<file path="src/mpu_pkg.sv">
/*
  MPU shared definitions
  Bus widths, FSM and status encodings, PMA region record
*/
package mpu_pkg;

  // Bus widths
  parameter int unsigned ADDR_W = 32;
  parameter int unsigned DATA_W = 32;

  // Upper bound for the packed PMP configuration ports
  parameter int unsigned MAX_PMP_REGIONS = 8;

  // Error-consuming FSM states
  typedef enum logic [2:0] {
    MPU_IDLE        = 3'd0,
    MPU_RE_ERR_WAIT = 3'd1,
    MPU_WR_ERR_WAIT = 3'd2,
    MPU_RE_ERR_RESP = 3'd3,
    MPU_WR_ERR_RESP = 3'd4
  } mpu_state_e;

  // Response status towards the core
  typedef enum logic [1:0] {
    MPU_OK       = 2'd0,
    MPU_RE_FAULT = 2'd1,
    MPU_WR_FAULT = 2'd2
  } mpu_status_e;

  // Privilege level, RISC-V encoding
  typedef enum logic [1:0] {
    PRIV_U = 2'b00,
    PRIV_M = 2'b11
  } priv_lvl_e;

  typedef enum logic {
    PMP_ACC_READ  = 1'b0,
    PMP_ACC_WRITE = 1'b1
  } pmp_acc_e;

  // One PMA region, 67 bits
  typedef struct packed {
    logic [ADDR_W-1:0] base_addr;
    logic [ADDR_W-1:0] size_mask;
    logic              main;
    logic              bufferable;
    logic              cacheable;
  } pma_region_t;

  // Attributes where no region matches
  parameter pma_region_t PMA_R_DEFAULT = '{
    base_addr:  '0,
    size_mask:  '0,
    main:       1'b1,
    bufferable: 1'b0,
    cacheable:  1'b0
  };

endpackage
</file>
<file path="src/mpu_top.sv">
/*
  MPU top level
  Joins the MPU with its outstanding transaction tracker
*/
module mpu_top #(
  parameter int unsigned PMA_NUM_REGIONS = 1,
  parameter mpu_pkg::pma_region_t [PMA_NUM_REGIONS-1:0] PMA_CFG =
    {PMA_NUM_REGIONS{mpu_pkg::PMA_R_DEFAULT}},
  parameter int unsigned PMP_NUM_REGIONS = 4,
  parameter int unsigned CNT_W           = 3
) (
  input  logic                                                    clk,
  input  logic                                                    rst_n,
  input  logic                                                    core_trans_valid_i,
  output logic                                                    core_trans_ready_o,
  input  logic [mpu_pkg::ADDR_W-1:0]                              core_addr_i,
  input  logic                                                    core_we_i,
  input  logic [mpu_pkg::DATA_W-1:0]                              core_wdata_i,
  input  logic                                                    core_misaligned_i,
  output logic                                                    core_resp_valid_o,
  output logic [mpu_pkg::DATA_W-1:0]                              core_rdata_o,
  output mpu_pkg::mpu_status_e                                    core_status_o,
  output logic                                                    bus_trans_valid_o,
  input  logic                                                    bus_trans_ready_i,
  output logic [mpu_pkg::ADDR_W-1:0]                              bus_addr_o,
  output logic                                                    bus_we_o,
  output logic [mpu_pkg::DATA_W-1:0]                              bus_wdata_o,
  output logic                                                    bus_bufferable_o,
  output logic                                                    bus_cacheable_o,
  input  logic                                                    bus_resp_valid_i,
  input  logic [mpu_pkg::DATA_W-1:0]                              bus_rdata_i,
  input  logic [mpu_pkg::MAX_PMP_REGIONS-1:0][mpu_pkg::ADDR_W-1:0] pmp_top_i,
  input  logic [mpu_pkg::MAX_PMP_REGIONS-1:0]                     pmp_r_i,
  input  logic [mpu_pkg::MAX_PMP_REGIONS-1:0]                     pmp_w_i,
  input  logic [mpu_pkg::MAX_PMP_REGIONS-1:0]                     pmp_l_i,
  input  mpu_pkg::priv_lvl_e                                      priv_lvl_i,
  output logic                                                    core_mpu_err_o
);

  logic one_txn_pend;
  logic core_accept;

  // Core-side handshake feeds the tracker
  assign core_accept = core_trans_valid_i && core_trans_ready_o;

  txn_tracker #(
    .CNT_W (CNT_W)
  ) i_txn_tracker (
    .clk            (clk),
    .rst_n          (rst_n),
    .accept_i       (core_accept),
    .resp_i         (core_resp_valid_o),
    .one_txn_pend_o (one_txn_pend)
  );

  mpu #(
    .PMA_NUM_REGIONS (PMA_NUM_REGIONS),
    .PMA_CFG         (PMA_CFG),
    .PMP_NUM_REGIONS (PMP_NUM_REGIONS)
  ) i_mpu (
    .clk                (clk),
    .rst_n              (rst_n),
    .core_trans_valid_i (core_trans_valid_i),
    .core_trans_ready_o (core_trans_ready_o),
    .core_addr_i        (core_addr_i),
    .core_we_i          (core_we_i),
    .core_wdata_i       (core_wdata_i),
    .core_misaligned_i  (core_misaligned_i),
    .core_resp_valid_o  (core_resp_valid_o),
    .core_rdata_o       (core_rdata_o),
    .core_status_o      (core_status_o),
    .bus_trans_valid_o  (bus_trans_valid_o),
    .bus_trans_ready_i  (bus_trans_ready_i),
    .bus_addr_o         (bus_addr_o),
    .bus_we_o           (bus_we_o),
    .bus_wdata_o        (bus_wdata_o),
    .bus_bufferable_o   (bus_bufferable_o),
    .bus_cacheable_o    (bus_cacheable_o),
    .bus_resp_valid_i   (bus_resp_valid_i),
    .bus_rdata_i        (bus_rdata_i),
    .pmp_top_i          (pmp_top_i),
    .pmp_r_i            (pmp_r_i),
    .pmp_w_i            (pmp_w_i),
    .pmp_l_i            (pmp_l_i),
    .priv_lvl_i         (priv_lvl_i),
    .one_txn_pend_i     (one_txn_pend),
    .core_mpu_err_o     (core_mpu_err_o)
  );

endmodule

</file>
<file path="src/mpu.sv">
/*
  Data-side memory protection unit
  Runs PMA and PMP checks, forwards passing requests, consumes failing ones
  and returns their fault response after older bus traffic has drained
*/
module mpu #(
  parameter int unsigned PMA_NUM_REGIONS = 1,
  parameter mpu_pkg::pma_region_t [PMA_NUM_REGIONS-1:0] PMA_CFG =
    {PMA_NUM_REGIONS{mpu_pkg::PMA_R_DEFAULT}},
  parameter int unsigned PMP_NUM_REGIONS = 4
) (
  input  logic                                                    clk,
  input  logic                                                    rst_n,
  // Core request
  input  logic                                                    core_trans_valid_i,
  output logic                                                    core_trans_ready_o,
  input  logic [mpu_pkg::ADDR_W-1:0]                              core_addr_i,
  input  logic                                                    core_we_i,
  input  logic [mpu_pkg::DATA_W-1:0]                              core_wdata_i,
  input  logic                                                    core_misaligned_i,
  // Core response
  output logic                                                    core_resp_valid_o,
  output logic [mpu_pkg::DATA_W-1:0]                              core_rdata_o,
  output mpu_pkg::mpu_status_e                                    core_status_o,
  // Bus request
  output logic                                                    bus_trans_valid_o,
  input  logic                                                    bus_trans_ready_i,
  output logic [mpu_pkg::ADDR_W-1:0]                              bus_addr_o,
  output logic                                                    bus_we_o,
  output logic [mpu_pkg::DATA_W-1:0]                              bus_wdata_o,
  output logic                                                    bus_bufferable_o,
  output logic                                                    bus_cacheable_o,
  // Bus response
  input  logic                                                    bus_resp_valid_i,
  input  logic [mpu_pkg::DATA_W-1:0]                              bus_rdata_i,
  // PMP configuration
  input  logic [mpu_pkg::MAX_PMP_REGIONS-1:0][mpu_pkg::ADDR_W-1:0] pmp_top_i,
  input  logic [mpu_pkg::MAX_PMP_REGIONS-1:0]                     pmp_r_i,
  input  logic [mpu_pkg::MAX_PMP_REGIONS-1:0]                     pmp_w_i,
  input  logic [mpu_pkg::MAX_PMP_REGIONS-1:0]                     pmp_l_i,
  input  mpu_pkg::priv_lvl_e                                      priv_lvl_i,
  // Tracker says one transaction left next cycle
  input  logic                                                    one_txn_pend_i,
  output logic                                                    core_mpu_err_o
);

  import mpu_pkg::*;

  logic        pma_err;
  logic        pmp_err;
  logic        mpu_err;
  logic        block_core;
  logic        block_bus;
  logic        err_ready;
  logic        err_valid;
  mpu_status_e err_status;
  pmp_acc_e    acc_type;
  mpu_state_e  state_q;
  mpu_state_e  state_n;

  ////////////////////////////////////////////////////////////////////////////
  // Checkers
  ////////////////////////////////////////////////////////////////////////////

  pma_check #(
    .PMA_NUM_REGIONS (PMA_NUM_REGIONS),
    .PMA_CFG         (PMA_CFG)
  ) i_pma_check (
    .addr_i       (core_addr_i),
    .misaligned_i (core_misaligned_i),
    .pma_err_o    (pma_err),
    .bufferable_o (bus_bufferable_o),
    .cacheable_o  (bus_cacheable_o)
  );

  assign acc_type = core_we_i ? PMP_ACC_WRITE : PMP_ACC_READ;

  pmp_check #(
    .PMP_NUM_REGIONS (PMP_NUM_REGIONS)
  ) i_pmp_check (
    .addr_i     (core_addr_i),
    .acc_i      (acc_type),
    .priv_lvl_i (priv_lvl_i),
    .pmp_top_i  (pmp_top_i),
    .pmp_r_i    (pmp_r_i),
    .pmp_w_i    (pmp_w_i),
    .pmp_l_i    (pmp_l_i),
    .pmp_err_o  (pmp_err)
  );

  assign mpu_err = pma_err || pmp_err;

  ////////////////////////////////////////////////////////////////////////////
  // Error-consuming FSM
  ////////////////////////////////////////////////////////////////////////////

  always_comb begin
    state_n    = state_q;
    block_core = 1'b0;
    block_bus  = 1'b0;
    err_ready  = 1'b0;
    err_valid  = 1'b0;
    err_status = MPU_OK;
    case (state_q)
      MPU_IDLE: begin
        if (core_trans_valid_i && mpu_err) begin
          // Swallow the request, nothing goes to the bus
          block_bus = 1'b1;
          err_ready = 1'b1;
          // Skip WAIT when this is the only transaction in flight
          if (core_we_i) begin
            state_n = one_txn_pend_i ? MPU_WR_ERR_RESP : MPU_WR_ERR_WAIT;
          end else begin
            state_n = one_txn_pend_i ? MPU_RE_ERR_RESP : MPU_RE_ERR_WAIT;
          end
        end
      end
      MPU_RE_ERR_WAIT, MPU_WR_ERR_WAIT: begin
        // Older bus transactions still draining
        block_bus  = 1'b1;
        block_core = 1'b1;
        if (one_txn_pend_i) begin
          state_n = (state_q == MPU_RE_ERR_WAIT) ? MPU_RE_ERR_RESP : MPU_WR_ERR_RESP;
        end
      end
      MPU_RE_ERR_RESP, MPU_WR_ERR_RESP: begin
        block_bus  = 1'b1;
        block_core = 1'b1;
        // Core always takes responses, one cycle is enough
        err_valid  = 1'b1;
        err_status = (state_q == MPU_RE_ERR_RESP) ? MPU_RE_FAULT : MPU_WR_FAULT;
        state_n    = MPU_IDLE;
      end
      default: begin
        state_n = MPU_IDLE;
      end
    endcase
  end

  always_ff @(posedge clk or negedge rst_n) begin
    if (!rst_n) begin
      state_q <= MPU_IDLE;
    end else begin
      state_q <= state_n;
    end
  end

  ////////////////////////////////////////////////////////////////////////////
  // Request and response paths
  ////////////////////////////////////////////////////////////////////////////

  // Pass path has zero latency
  assign bus_trans_valid_o  = core_trans_valid_i && !block_bus;
  assign bus_addr_o         = core_addr_i;
  assign bus_we_o           = core_we_i;
  assign bus_wdata_o        = core_wdata_i;
  // Errored request accepted regardless of bus ready
  assign core_trans_ready_o = (bus_trans_ready_i && !block_core && !block_bus) || err_ready;

  // Bus and fault responses never overlap
  assign core_resp_valid_o = bus_resp_valid_i || err_valid;
  assign core_rdata_o      = bus_rdata_i;
  assign core_status_o     = err_status;

  assign core_mpu_err_o = mpu_err;

endmodule

</file>
<file path="src/txn_tracker.sv">
/*
  Outstanding transaction tracker
  Counts accepted, unanswered core transactions and flags one left next cycle
*/
module txn_tracker #(
  parameter int unsigned CNT_W = 3
) (
  input  logic clk,
  input  logic rst_n,
  input  logic accept_i,
  input  logic resp_i,
  output logic one_txn_pend_o
);

  logic [CNT_W-1:0] cnt_q;
  logic [CNT_W-1:0] cnt_n;

  // Acceptance adds one, response removes one
  // Both in one cycle leave the count unchanged
  assign cnt_n = cnt_q + CNT_W'(accept_i) - CNT_W'(resp_i);

  always_ff @(posedge clk or negedge rst_n) begin
    if (!rst_n) begin
      cnt_q <= '0;
    end else begin
      cnt_q <= cnt_n;
    end
  end

  // Exactly one transaction pending in the next cycle
  assign one_txn_pend_o = (cnt_n == CNT_W'(1));

endmodule

</file>
<file path="src/pmp_check.sv">
/*
  PMP check
  Top-of-range region match with r/w permission, lock and privilege rules
*/
module pmp_check #(
  parameter int unsigned PMP_NUM_REGIONS = 4
) (
  input  logic [mpu_pkg::ADDR_W-1:0]                              addr_i,
  input  mpu_pkg::pmp_acc_e                                       acc_i,
  input  mpu_pkg::priv_lvl_e                                      priv_lvl_i,
  input  logic [mpu_pkg::MAX_PMP_REGIONS-1:0][mpu_pkg::ADDR_W-1:0] pmp_top_i,
  input  logic [mpu_pkg::MAX_PMP_REGIONS-1:0]                     pmp_r_i,
  input  logic [mpu_pkg::MAX_PMP_REGIONS-1:0]                     pmp_w_i,
  input  logic [mpu_pkg::MAX_PMP_REGIONS-1:0]                     pmp_l_i,
  output logic                                                    pmp_err_o
);

  import mpu_pkg::*;

  logic [ADDR_W-1:0] lo_addr;
  logic              match;
  logic              perm;
  logic              locked;

  ////////////////////////////////////////////////////////////////////////////
  // Region match
  ////////////////////////////////////////////////////////////////////////////

  always_comb begin
    // First region starts at address zero
    lo_addr = '0;
    match   = 1'b0;
    perm    = 1'b0;
    locked  = 1'b0;
    for (int i = 0; i < PMP_NUM_REGIONS; i++) begin
      // Range is [top of previous, own top)
      if (!match && (addr_i >= lo_addr) && (addr_i < pmp_top_i[i])) begin
        match  = 1'b1;
        locked = pmp_l_i[i];
        perm   = (acc_i == PMP_ACC_WRITE) ? pmp_w_i[i] : pmp_r_i[i];
      end
      lo_addr = pmp_top_i[i];
    end
  end

  ////////////////////////////////////////////////////////////////////////////
  // Privilege rules
  ////////////////////////////////////////////////////////////////////////////

  always_comb begin
    if (priv_lvl_i == PRIV_M) begin
      // M-mode only bound by locked regions
      pmp_err_o = match && locked && !perm;
    end else begin
      // U-mode needs a matching region with permission
      pmp_err_o = !match || !perm;
    end
  end

endmodule

</file>
<file path="src/pma_check.sv">
/*
  PMA check
  Looks up the fixed region table and returns error and memory attributes
*/
module pma_check #(
  parameter int unsigned PMA_NUM_REGIONS = 1,
  parameter mpu_pkg::pma_region_t [PMA_NUM_REGIONS-1:0] PMA_CFG =
    {PMA_NUM_REGIONS{mpu_pkg::PMA_R_DEFAULT}}
) (
  input  logic [mpu_pkg::ADDR_W-1:0] addr_i,
  input  logic                       misaligned_i,
  output logic                       pma_err_o,
  output logic                       bufferable_o,
  output logic                       cacheable_o
);

  import mpu_pkg::*;

  pma_region_t region;
  logic        found;

  // Priority lookup
  always_comb begin
    // Fallback when nothing matches
    region = PMA_R_DEFAULT;
    found  = 1'b0;
    for (int i = 0; i < PMA_NUM_REGIONS; i++) begin
      // Lowest index wins, later hits ignored
      if (!found && ((addr_i & PMA_CFG[i].size_mask) == PMA_CFG[i].base_addr)) begin
        region = PMA_CFG[i];
        found  = 1'b1;
      end
    end
  end

  // Misaligned access only allowed in main memory
  assign pma_err_o = misaligned_i && !region.main;

  // Attributes go straight to the bus request
  assign bufferable_o = region.bufferable;
  assign cacheable_o  = region.cacheable;

endmodule

</file>
<file path="config.mk">
export PLATFORM = sky130hd
export DESIGN_NAME = mpu_top
export DESIGN_NICKNAME = d
export VERILOG_FILES = /design/src/mpu_pkg.sv /design/src/mpu_top.sv /design/src/mpu.sv /design/src/txn_tracker.sv /design/src/pmp_check.sv /design/src/pma_check.sv
export SDC_FILE = /design/constraint.sdc
export NUM_CORES = 1
export LEC_CHECK = 0
export ABC_AREA = 1
export BUFFER_PORTS_ARGS = -buffer_cell sky130_fd_sc_hd__buf_2
export CAP_MARGIN = 20
export CORE_AREA = 2 2 192 194
export DETAILED_ROUTE_END_ITERATION = 10
export DIE_AREA = 0 0 194 196
export PLACE_DENSITY_LB_ADDON = 0.3
export SLEW_MARGIN = 40
export SYNTH_ARGS = -nofsm -noshare
export SYNTH_HDL_FRONTEND = slang
export SYNTH_SLANG_ARGS = --single-unit
</file>
<file path="constraint.sdc">
create_clock -name clk -period 6.4 [get_ports clk]
set_clock_uncertainty 0.05 [all_clocks]
set_input_delay 1.28 -clock clk [delete_from_list [all_inputs] [get_ports clk]]
set_output_delay 1.28 -clock clk [all_outputs]
set_load 0.01 [all_outputs]
</file>
# Word level (Yosys, flattened, before mapping)
# Cells that the tools add are included.
[op_classes]
add_sub_neg = 2
n_lt_le_gt_ge = 8
eq_ne = 8
muxes = 32
n_reduce_logical = 29
[op_table]
columns = ["operator", "count"]
rows = [
  ["$lt 32x32->1", 4],
  ["$ge 32x32->1", 3],
  ["$ge 32x1->1 const B", 1],
  ["$mux 1", 22],
  ["$mux 3", 5],
  ["$logic_and 1x1->1", 14],
  ["$logic_not 1->1", 7],
  ["$eq 3x1->1 const B", 2],
  ["$eq 3x2->1 const B", 2],
  ["$mux 2", 3],
  ["$pmux 3 s2", 1],
  ["$ne 2x1->1 const B", 2],
  ["$reduce_or 2->1", 2],
  ["$reduce_or 4->1", 1],
  ["$add 3x1->3", 1],
  ["$eq 3x3->1 const B", 1],
  ["$logic_not 3->1", 1],
  ["$logic_or 1x1->1", 3],
  ["$sub 3x1->3", 1],
  ["$eq 2x2->1 const B", 1],
  ["$pmux 1 s2", 1],
  ["$reduce_and 2->1", 1],
]
[totals]
reg_bits = 6
output_inout_bits = 105

# Longest topological paths before layout
[logic_depth]
ltp_word = 32
depth_mapped = 30
mapped_depth_nobuf = 30

# Cells and area by module
# Synthesis repeated with hierarchy kept, for this count alone.
[hier_totals]
hier_cells = 714
area_unflattened_um2 = 4669.5
[modules_own_cells]
columns = ["mod", "n_inst", "cells_each", "area_per_inst_um2"]
rows = [
  ["pmp_check", 1, 539, 3394.5],
  ["mpu", 1, 147, 1043.5],
  ["txn_tracker", 1, 22, 197.7],
  ["pma_check", 1, 4, 26.3],
  ["mpu_top", 1, 2, 7.5],
]

# Worst setup path after synthesis
# No wires, ideal clock.
[synth_path]
path_kind = "in2reg"
start = "in pmp_top_i[23] in the netlist's numbering"
end = "reg i_mpu.state_q[1]"
setup_ns = 0.117
arrival_time_ns = 4.208
required_ns = 6.233
setup_slack_ns = 2.026
stages = 24
cell_sequence = "inv_1 > ha_1 > a21oi_1 > o21a_1 > a21oi_1 > nor2_2 > nand2_4 > nand2_1 > o21ai_1 > nor2_1 > nand2_2 > nand4_1 > o21ai_2 > nand2_1 > inv_1 > ha_1 > fa_1 > xor2_1 > nor3b_1 > ha_1 > nor2_1 > nor2_1 > nand3_1 > nand2_1"
[synth_between]
elab_chain_cells = 32
[synth_lines]
columns = ["element", "line", "text"]
rows = [
  ["start, declared", "mpu_top.sv:32", "input logic [mpu_pkg::MAX_PMP_REGIONS-1:0][mpu_pkg::ADDR_W-1:0] pmp_top_i,"],
  ["$lt 32x32->1", "pmp_check.sv:37", "if (!match && (addr_i >= lo_addr) && (addr_i < pmp_top_i[i])) begin"],
  ["$logic_and 1x1->1", "pmp_check.sv:37", ""],
  ["$mux 1", "pmp_check.sv:37", ""],
  ["$logic_not 1->1", "pmp_check.sv:37", ""],
  ["$logic_and 1x1->1 (2 in a row)", "pmp_check.sv:37", ""],
  ["$mux 1", "pmp_check.sv:37", ""],
  ["$logic_not 1->1", "pmp_check.sv:37", ""],
  ["$logic_and 1x1->1 (2 in a row)", "pmp_check.sv:37", ""],
  ["[... 14 more ...]", "-", ""],
  ["net core_trans_ready_o", "mpu_top.sv:15", "output logic core_trans_ready_o,"],
  ["[... 1 more ...]", "-", ""],
  ["$add 3x1->3 (*)", "txn_tracker.sv:20", "assign cnt_n = cnt_q + CNT_W'(accept_i) - CNT_W'(resp_i);"],
  ["$sub 3x1->3 (*)", "txn_tracker.sv:20", ""],
  ["net i_txn_tracker.cnt_n[2]", "txn_tracker.sv:16", "logic [CNT_W-1:0] cnt_n;"],
  ["$eq 3x1->1 (*)", "txn_tracker.sv:31", "assign one_txn_pend_o = (cnt_n == CNT_W'(1));"],
  ["$mux 2 / $mux 3 (equally long branches)", "mpu.sv:114, mpu.sv:112", ""],
  ["$mux 3", "mpu.sv:111", "if (core_we_i) begin"],
  ["$mux 3", "mpu.sv:106", "if (core_trans_valid_i && mpu_err) begin"],
  ["$pmux 3 s2", "mpu.sv:104", "case (state_q)"],
  ["end signal, assigned", "mpu.sv:144", "state_q <= state_n;"],
  ["end, declared", "mpu.sv:58", "mpu_state_e state_q;"],
]
# Mark *: on every way through the listed nets, which the timed path passes. The rest lies on a longest branch. The select of a mux whose other input is x is not followed.
# A chain may end at the register's enable or synchronous reset.

# Worst setup path in the final report
[layout_path]
start = "in core_addr_i[31] in the netlist's numbering"
end = "reg i_mpu.state_q[1]"
[layout_between]
elab_chain_cells = 32
[layout_lines]
columns = ["element", "line", "text"]
rows = [
  ["start, declared", "mpu_top.sv:16", "input logic [mpu_pkg::ADDR_W-1:0] core_addr_i,"],
  ["$ge 32x1->1 / $lt 32x32->1 (equally long branches)", "pmp_check.sv:37", ""],
  ["$logic_and 1x1->1", "pmp_check.sv:37", ""],
  ["$mux 1", "pmp_check.sv:37", ""],
  ["$logic_not 1->1", "pmp_check.sv:37", ""],
  ["$logic_and 1x1->1 (2 in a row)", "pmp_check.sv:37", ""],
  ["$mux 1", "pmp_check.sv:37", ""],
  ["$logic_not 1->1", "pmp_check.sv:37", ""],
  ["$logic_and 1x1->1 (2 in a row)", "pmp_check.sv:37", ""],
  ["[... 15 more ...]", "-", ""],
  ["$add 3x1->3 (*)", "txn_tracker.sv:20", ""],
  ["$sub 3x1->3 (*)", "txn_tracker.sv:20", ""],
  ["net i_txn_tracker.cnt_n[2]", "txn_tracker.sv:16", ""],
  ["$eq 3x1->1 (*)", "txn_tracker.sv:31", ""],
  ["$mux 2 / $mux 3 (equally long branches)", "mpu.sv:114, mpu.sv:112", ""],
  ["$mux 3", "mpu.sv:111", ""],
  ["$mux 3", "mpu.sv:106", ""],
  ["$pmux 3 s2", "mpu.sv:104", ""],
]
# Marks and branches as above.

==> results.md <==
- Outcome: complete, no violations
- FF-to-FF path depth: 15
- Worst hold stages: 2
- Gate Count Post-Synth: 706
- Period utilisation layout: between 70% and 80%
- Slew of the pin with the lowest slew margin: ~640 ps
- Worst hold endpoint: i_mpu.state_q[1]
- Aggregate global-route resource usage: around 8.7%
- Cell Count, Final, Fillers Out: ~1.3k
- Worst Path Max Fanout: 5
- CORE AREA: between 0.03 and 0.04 sq mm
- Max transition margin: a little under three fifths
- Cell type contributing the most total cell area after synthesis: ha_1
- Insertion delay to the later sink of the worst-skew pair: 230 ps
- Vias in the first global route: 4276
- Count of max-cap constraint violations: 0
- Reg-to-reg endpoint: i_mpu.state_q[1]
- Portion of synthesized cell area occupied by the leading cell type: a little over a third
- Crit-path most repeated cell: nand2_1
- CTS sink cnt: 6
- Design Power: roughly 0.65 mW
- Required time of the critical path: around 6500 ps
- Cell leakage power: roughly 3.5 nW
- Power Density: ~110 mW/mm^2
- Via density: approximately 3.4
- WL per Instance: about 13 um
- Setup CP Type: in2reg
- Flop-to-flop setup slack: between 3000 and 4000 ps
- CTS clock-pin slew for the worst setup and hold paths: ~30 ps
- Final number of hold-violating endpoints: 0
- I/O Pins: 490
- Maximum vdd ir drop: 0.0939 mV
- Share of final-layout standard cells stronger than drive strength 1: between 20% and 30%
- Cell area after synthesis: 0.00464 sq mm
- Post-CTS setup buffers: 0
- Number of warnings reported in the yosys synthesis log: 0
- Starting density of the core: between 10% and 20%
- Number of port buffers: ~220
- Remaining DRCs: 0
- Global-route wire length before repair: about 25000 um
- Horizontal die dimension: around 190 um
- Die height: 196 um
- Largest cells by area after synthesis: ha_1 35%, buf_4 16%, inv_1 14%, nand2_1 10%, a21oi_1 7.0%
- Grt total ovfl: 0
- 1st-pass router iterations: 4
- F_max: 206 MHz
- Classification of the worst-slack hold path: reg2reg
- Most common cell after layout, fill and taps aside: buf_2
- Sum Neg Setup Slack: 0 ps
- Delay of the slowest cell on the worst path: about 370 ps
- Placed instance count: 1294
- Die area: approximately 0.038 sq mm
- ANT nets after route: 0
- Vias after detailed routing: around 4.5k
- Inserted Clock Buffers: 3
- Hpwl dp: 16300 um
- Last weighted congestion value of the routability-driven placer: around 0.74
- Unrepaired setup endpoints after global routing: false
- Number of buffers between clock root and the deepest sink: 2
- Initial antenna violation count: 5
- Portion of the post-synthesis area used by sequential elements: around 3.2%
- Number of hold buffers added after CTS: 0
- Total detailed-routing wirelength: approximately 17000 um
- Worst flop-to-flop path startpoint: i_mpu.state_q[0]
- Maximum number of pins on one net before global-route repair: 9
- CP arrival: roughly 4900 ps
- Post-layout min period: 4850 ps
- Final Slew Violations: 0
- Maximum level of the CTS H-tree: 1
- Average footprint of a synthesized cell: 6.57 sq um
- Startpoint Class: input pin
- Most frequent cells in the layout: 218 x buf_2, 167 x inv_1, 129 x ha_1
- Critical path's slowest cell: fa_1
- TritonCTS clock tree: built
- CTS root buf: clkbuf_16
- Cell variety after synth: 40
- Worst min-delay path startpoint: i_mpu.state_q[1]
- Area added between synthesis and finish: 22.0%
- Number of setup violations in the final report: 0
- Count of cells resized by post-cts repair: 0
- Final nets: 1346
- Cell Rows: 70
- Number of violations reported at the end of detailed-routing iteration 0: 73
- Critical path endpoint category: flip-flop
- Number of flip-flops and latches in the synthesized netlist: 6
## critical path: cells and delay by family
kind | cells | cell delay, ps
adders and majority gates | 4 | 1190
AOI/OAI and AO/OA | 4 | 670
and+or+nand+nor | 13 | 1300
xor gates and xnor gates | 1 | 190
buffers and inverters | 3 | 300
## per-layer routing
metal  wire length [um]  global-route usage (%)
met5                 13                       0
met1               8240                    11.9
met3               1160                    1.50
met4                517                    2.61
met2               7400                    13.9
## state kept, by name (all words and copies together) (netlist names)
name and cells:
i_mpu.state_q 3, i_txn_tracker.cnt_q 3
## through the flow
step | utilization [%] | setup slack [ps] | area, sq um | hold slack, ps
CTS | 15.7 | 1370 | 5650 | 484
floorplan | - | 2030 | 4640 | 435
detailed placement | 15.4 | 1160 | 5570 | 478
finish | 15.7 | 1550 | 5660 | 476
global route | 15.7 | 1030 | 5650 | 548
global placement | 15.4 | 1190 | 5570 | 473
## area by class of cell
type	instances	area, sq um
fillers	4220	30400
multi-input cells	434	3120
repair buffers	218	1090
inverters	168	631
well taps	468	586
flip-flops and latches	6	150
clock buffers	3	75.1
diodes	3	7.51
## worst max path at each step
stage / start / to / slack [ps] / cells past startpoint
floorplan: pmp_top_i[23] / i_mpu.state_q[1] / 2030 / 24
global placement: core_addr_i[31] / i_mpu.state_q[1] / 1190 / 25
detailed placement: core_addr_i[31] / i_mpu.state_q[1] / 1160 / 25
CTS: core_addr_i[31] / i_mpu.state_q[1] / 1370 / 25
global route: core_addr_i[31] / i_mpu.state_q[1] / 1030 / 25
finish: core_addr_i[31] / i_mpu.state_q[1] / 1550 / 25
## synthesized netlist by cell type
cell and count:
conb_1 1, and2_2 1, o21ai_1 5, nor2_1 28
nor3_1 7, nor2_2 2, inv_2 1, or3_1 1
o211ai_1 1, buf_4 99, xnor2_1 1, inv_1 167
nand3_1 10, nand2_2 7, xor2_1 1, nor4_1 1
a21oi_1 65, and3_1 1, ha_1 129, nor4_4 1
o21ai_0 16, nand4_2 1, a211oi_1 1, dfrtp_1 6
o21a_1 7, o21bai_1 1, a21oi_2 1, a21boi_0 1
fa_1 1, or2_2 1, nor3b_1 1, nand4_1 8
nand2_1 124, nand3_2 1, nor3_2 1, o21ai_2 1
nor3_4 1, nand2_4 2, nand4_4 1, nor2_4 1
## logic make-up (layout without fill, tap and decap cells)
family | Yosys count | count (layout) | share of synthesized area (%)
DFF | 6 | 6 | 3.24
adders and majority gates | 130 | 130 | 35.2
xor gates and xnor gates | 2 | 2 | 0.378
buffers and inverters | 267 | 389 | 29.6
and+or+nand+nor | 201 | 201 | 20.0
other | 1 | 5 | 0.0809
AOI/OAI and AO/OA | 99 | 99 | 11.4
## power breakdown
part	internal [mW]	switching (mW)
Combinational	0.200	0.277
Sequential	0.0579	0.0130
Clock	0.0801	0.0202
Total	0.338	0.310
(Power assumes the default switching activity.)
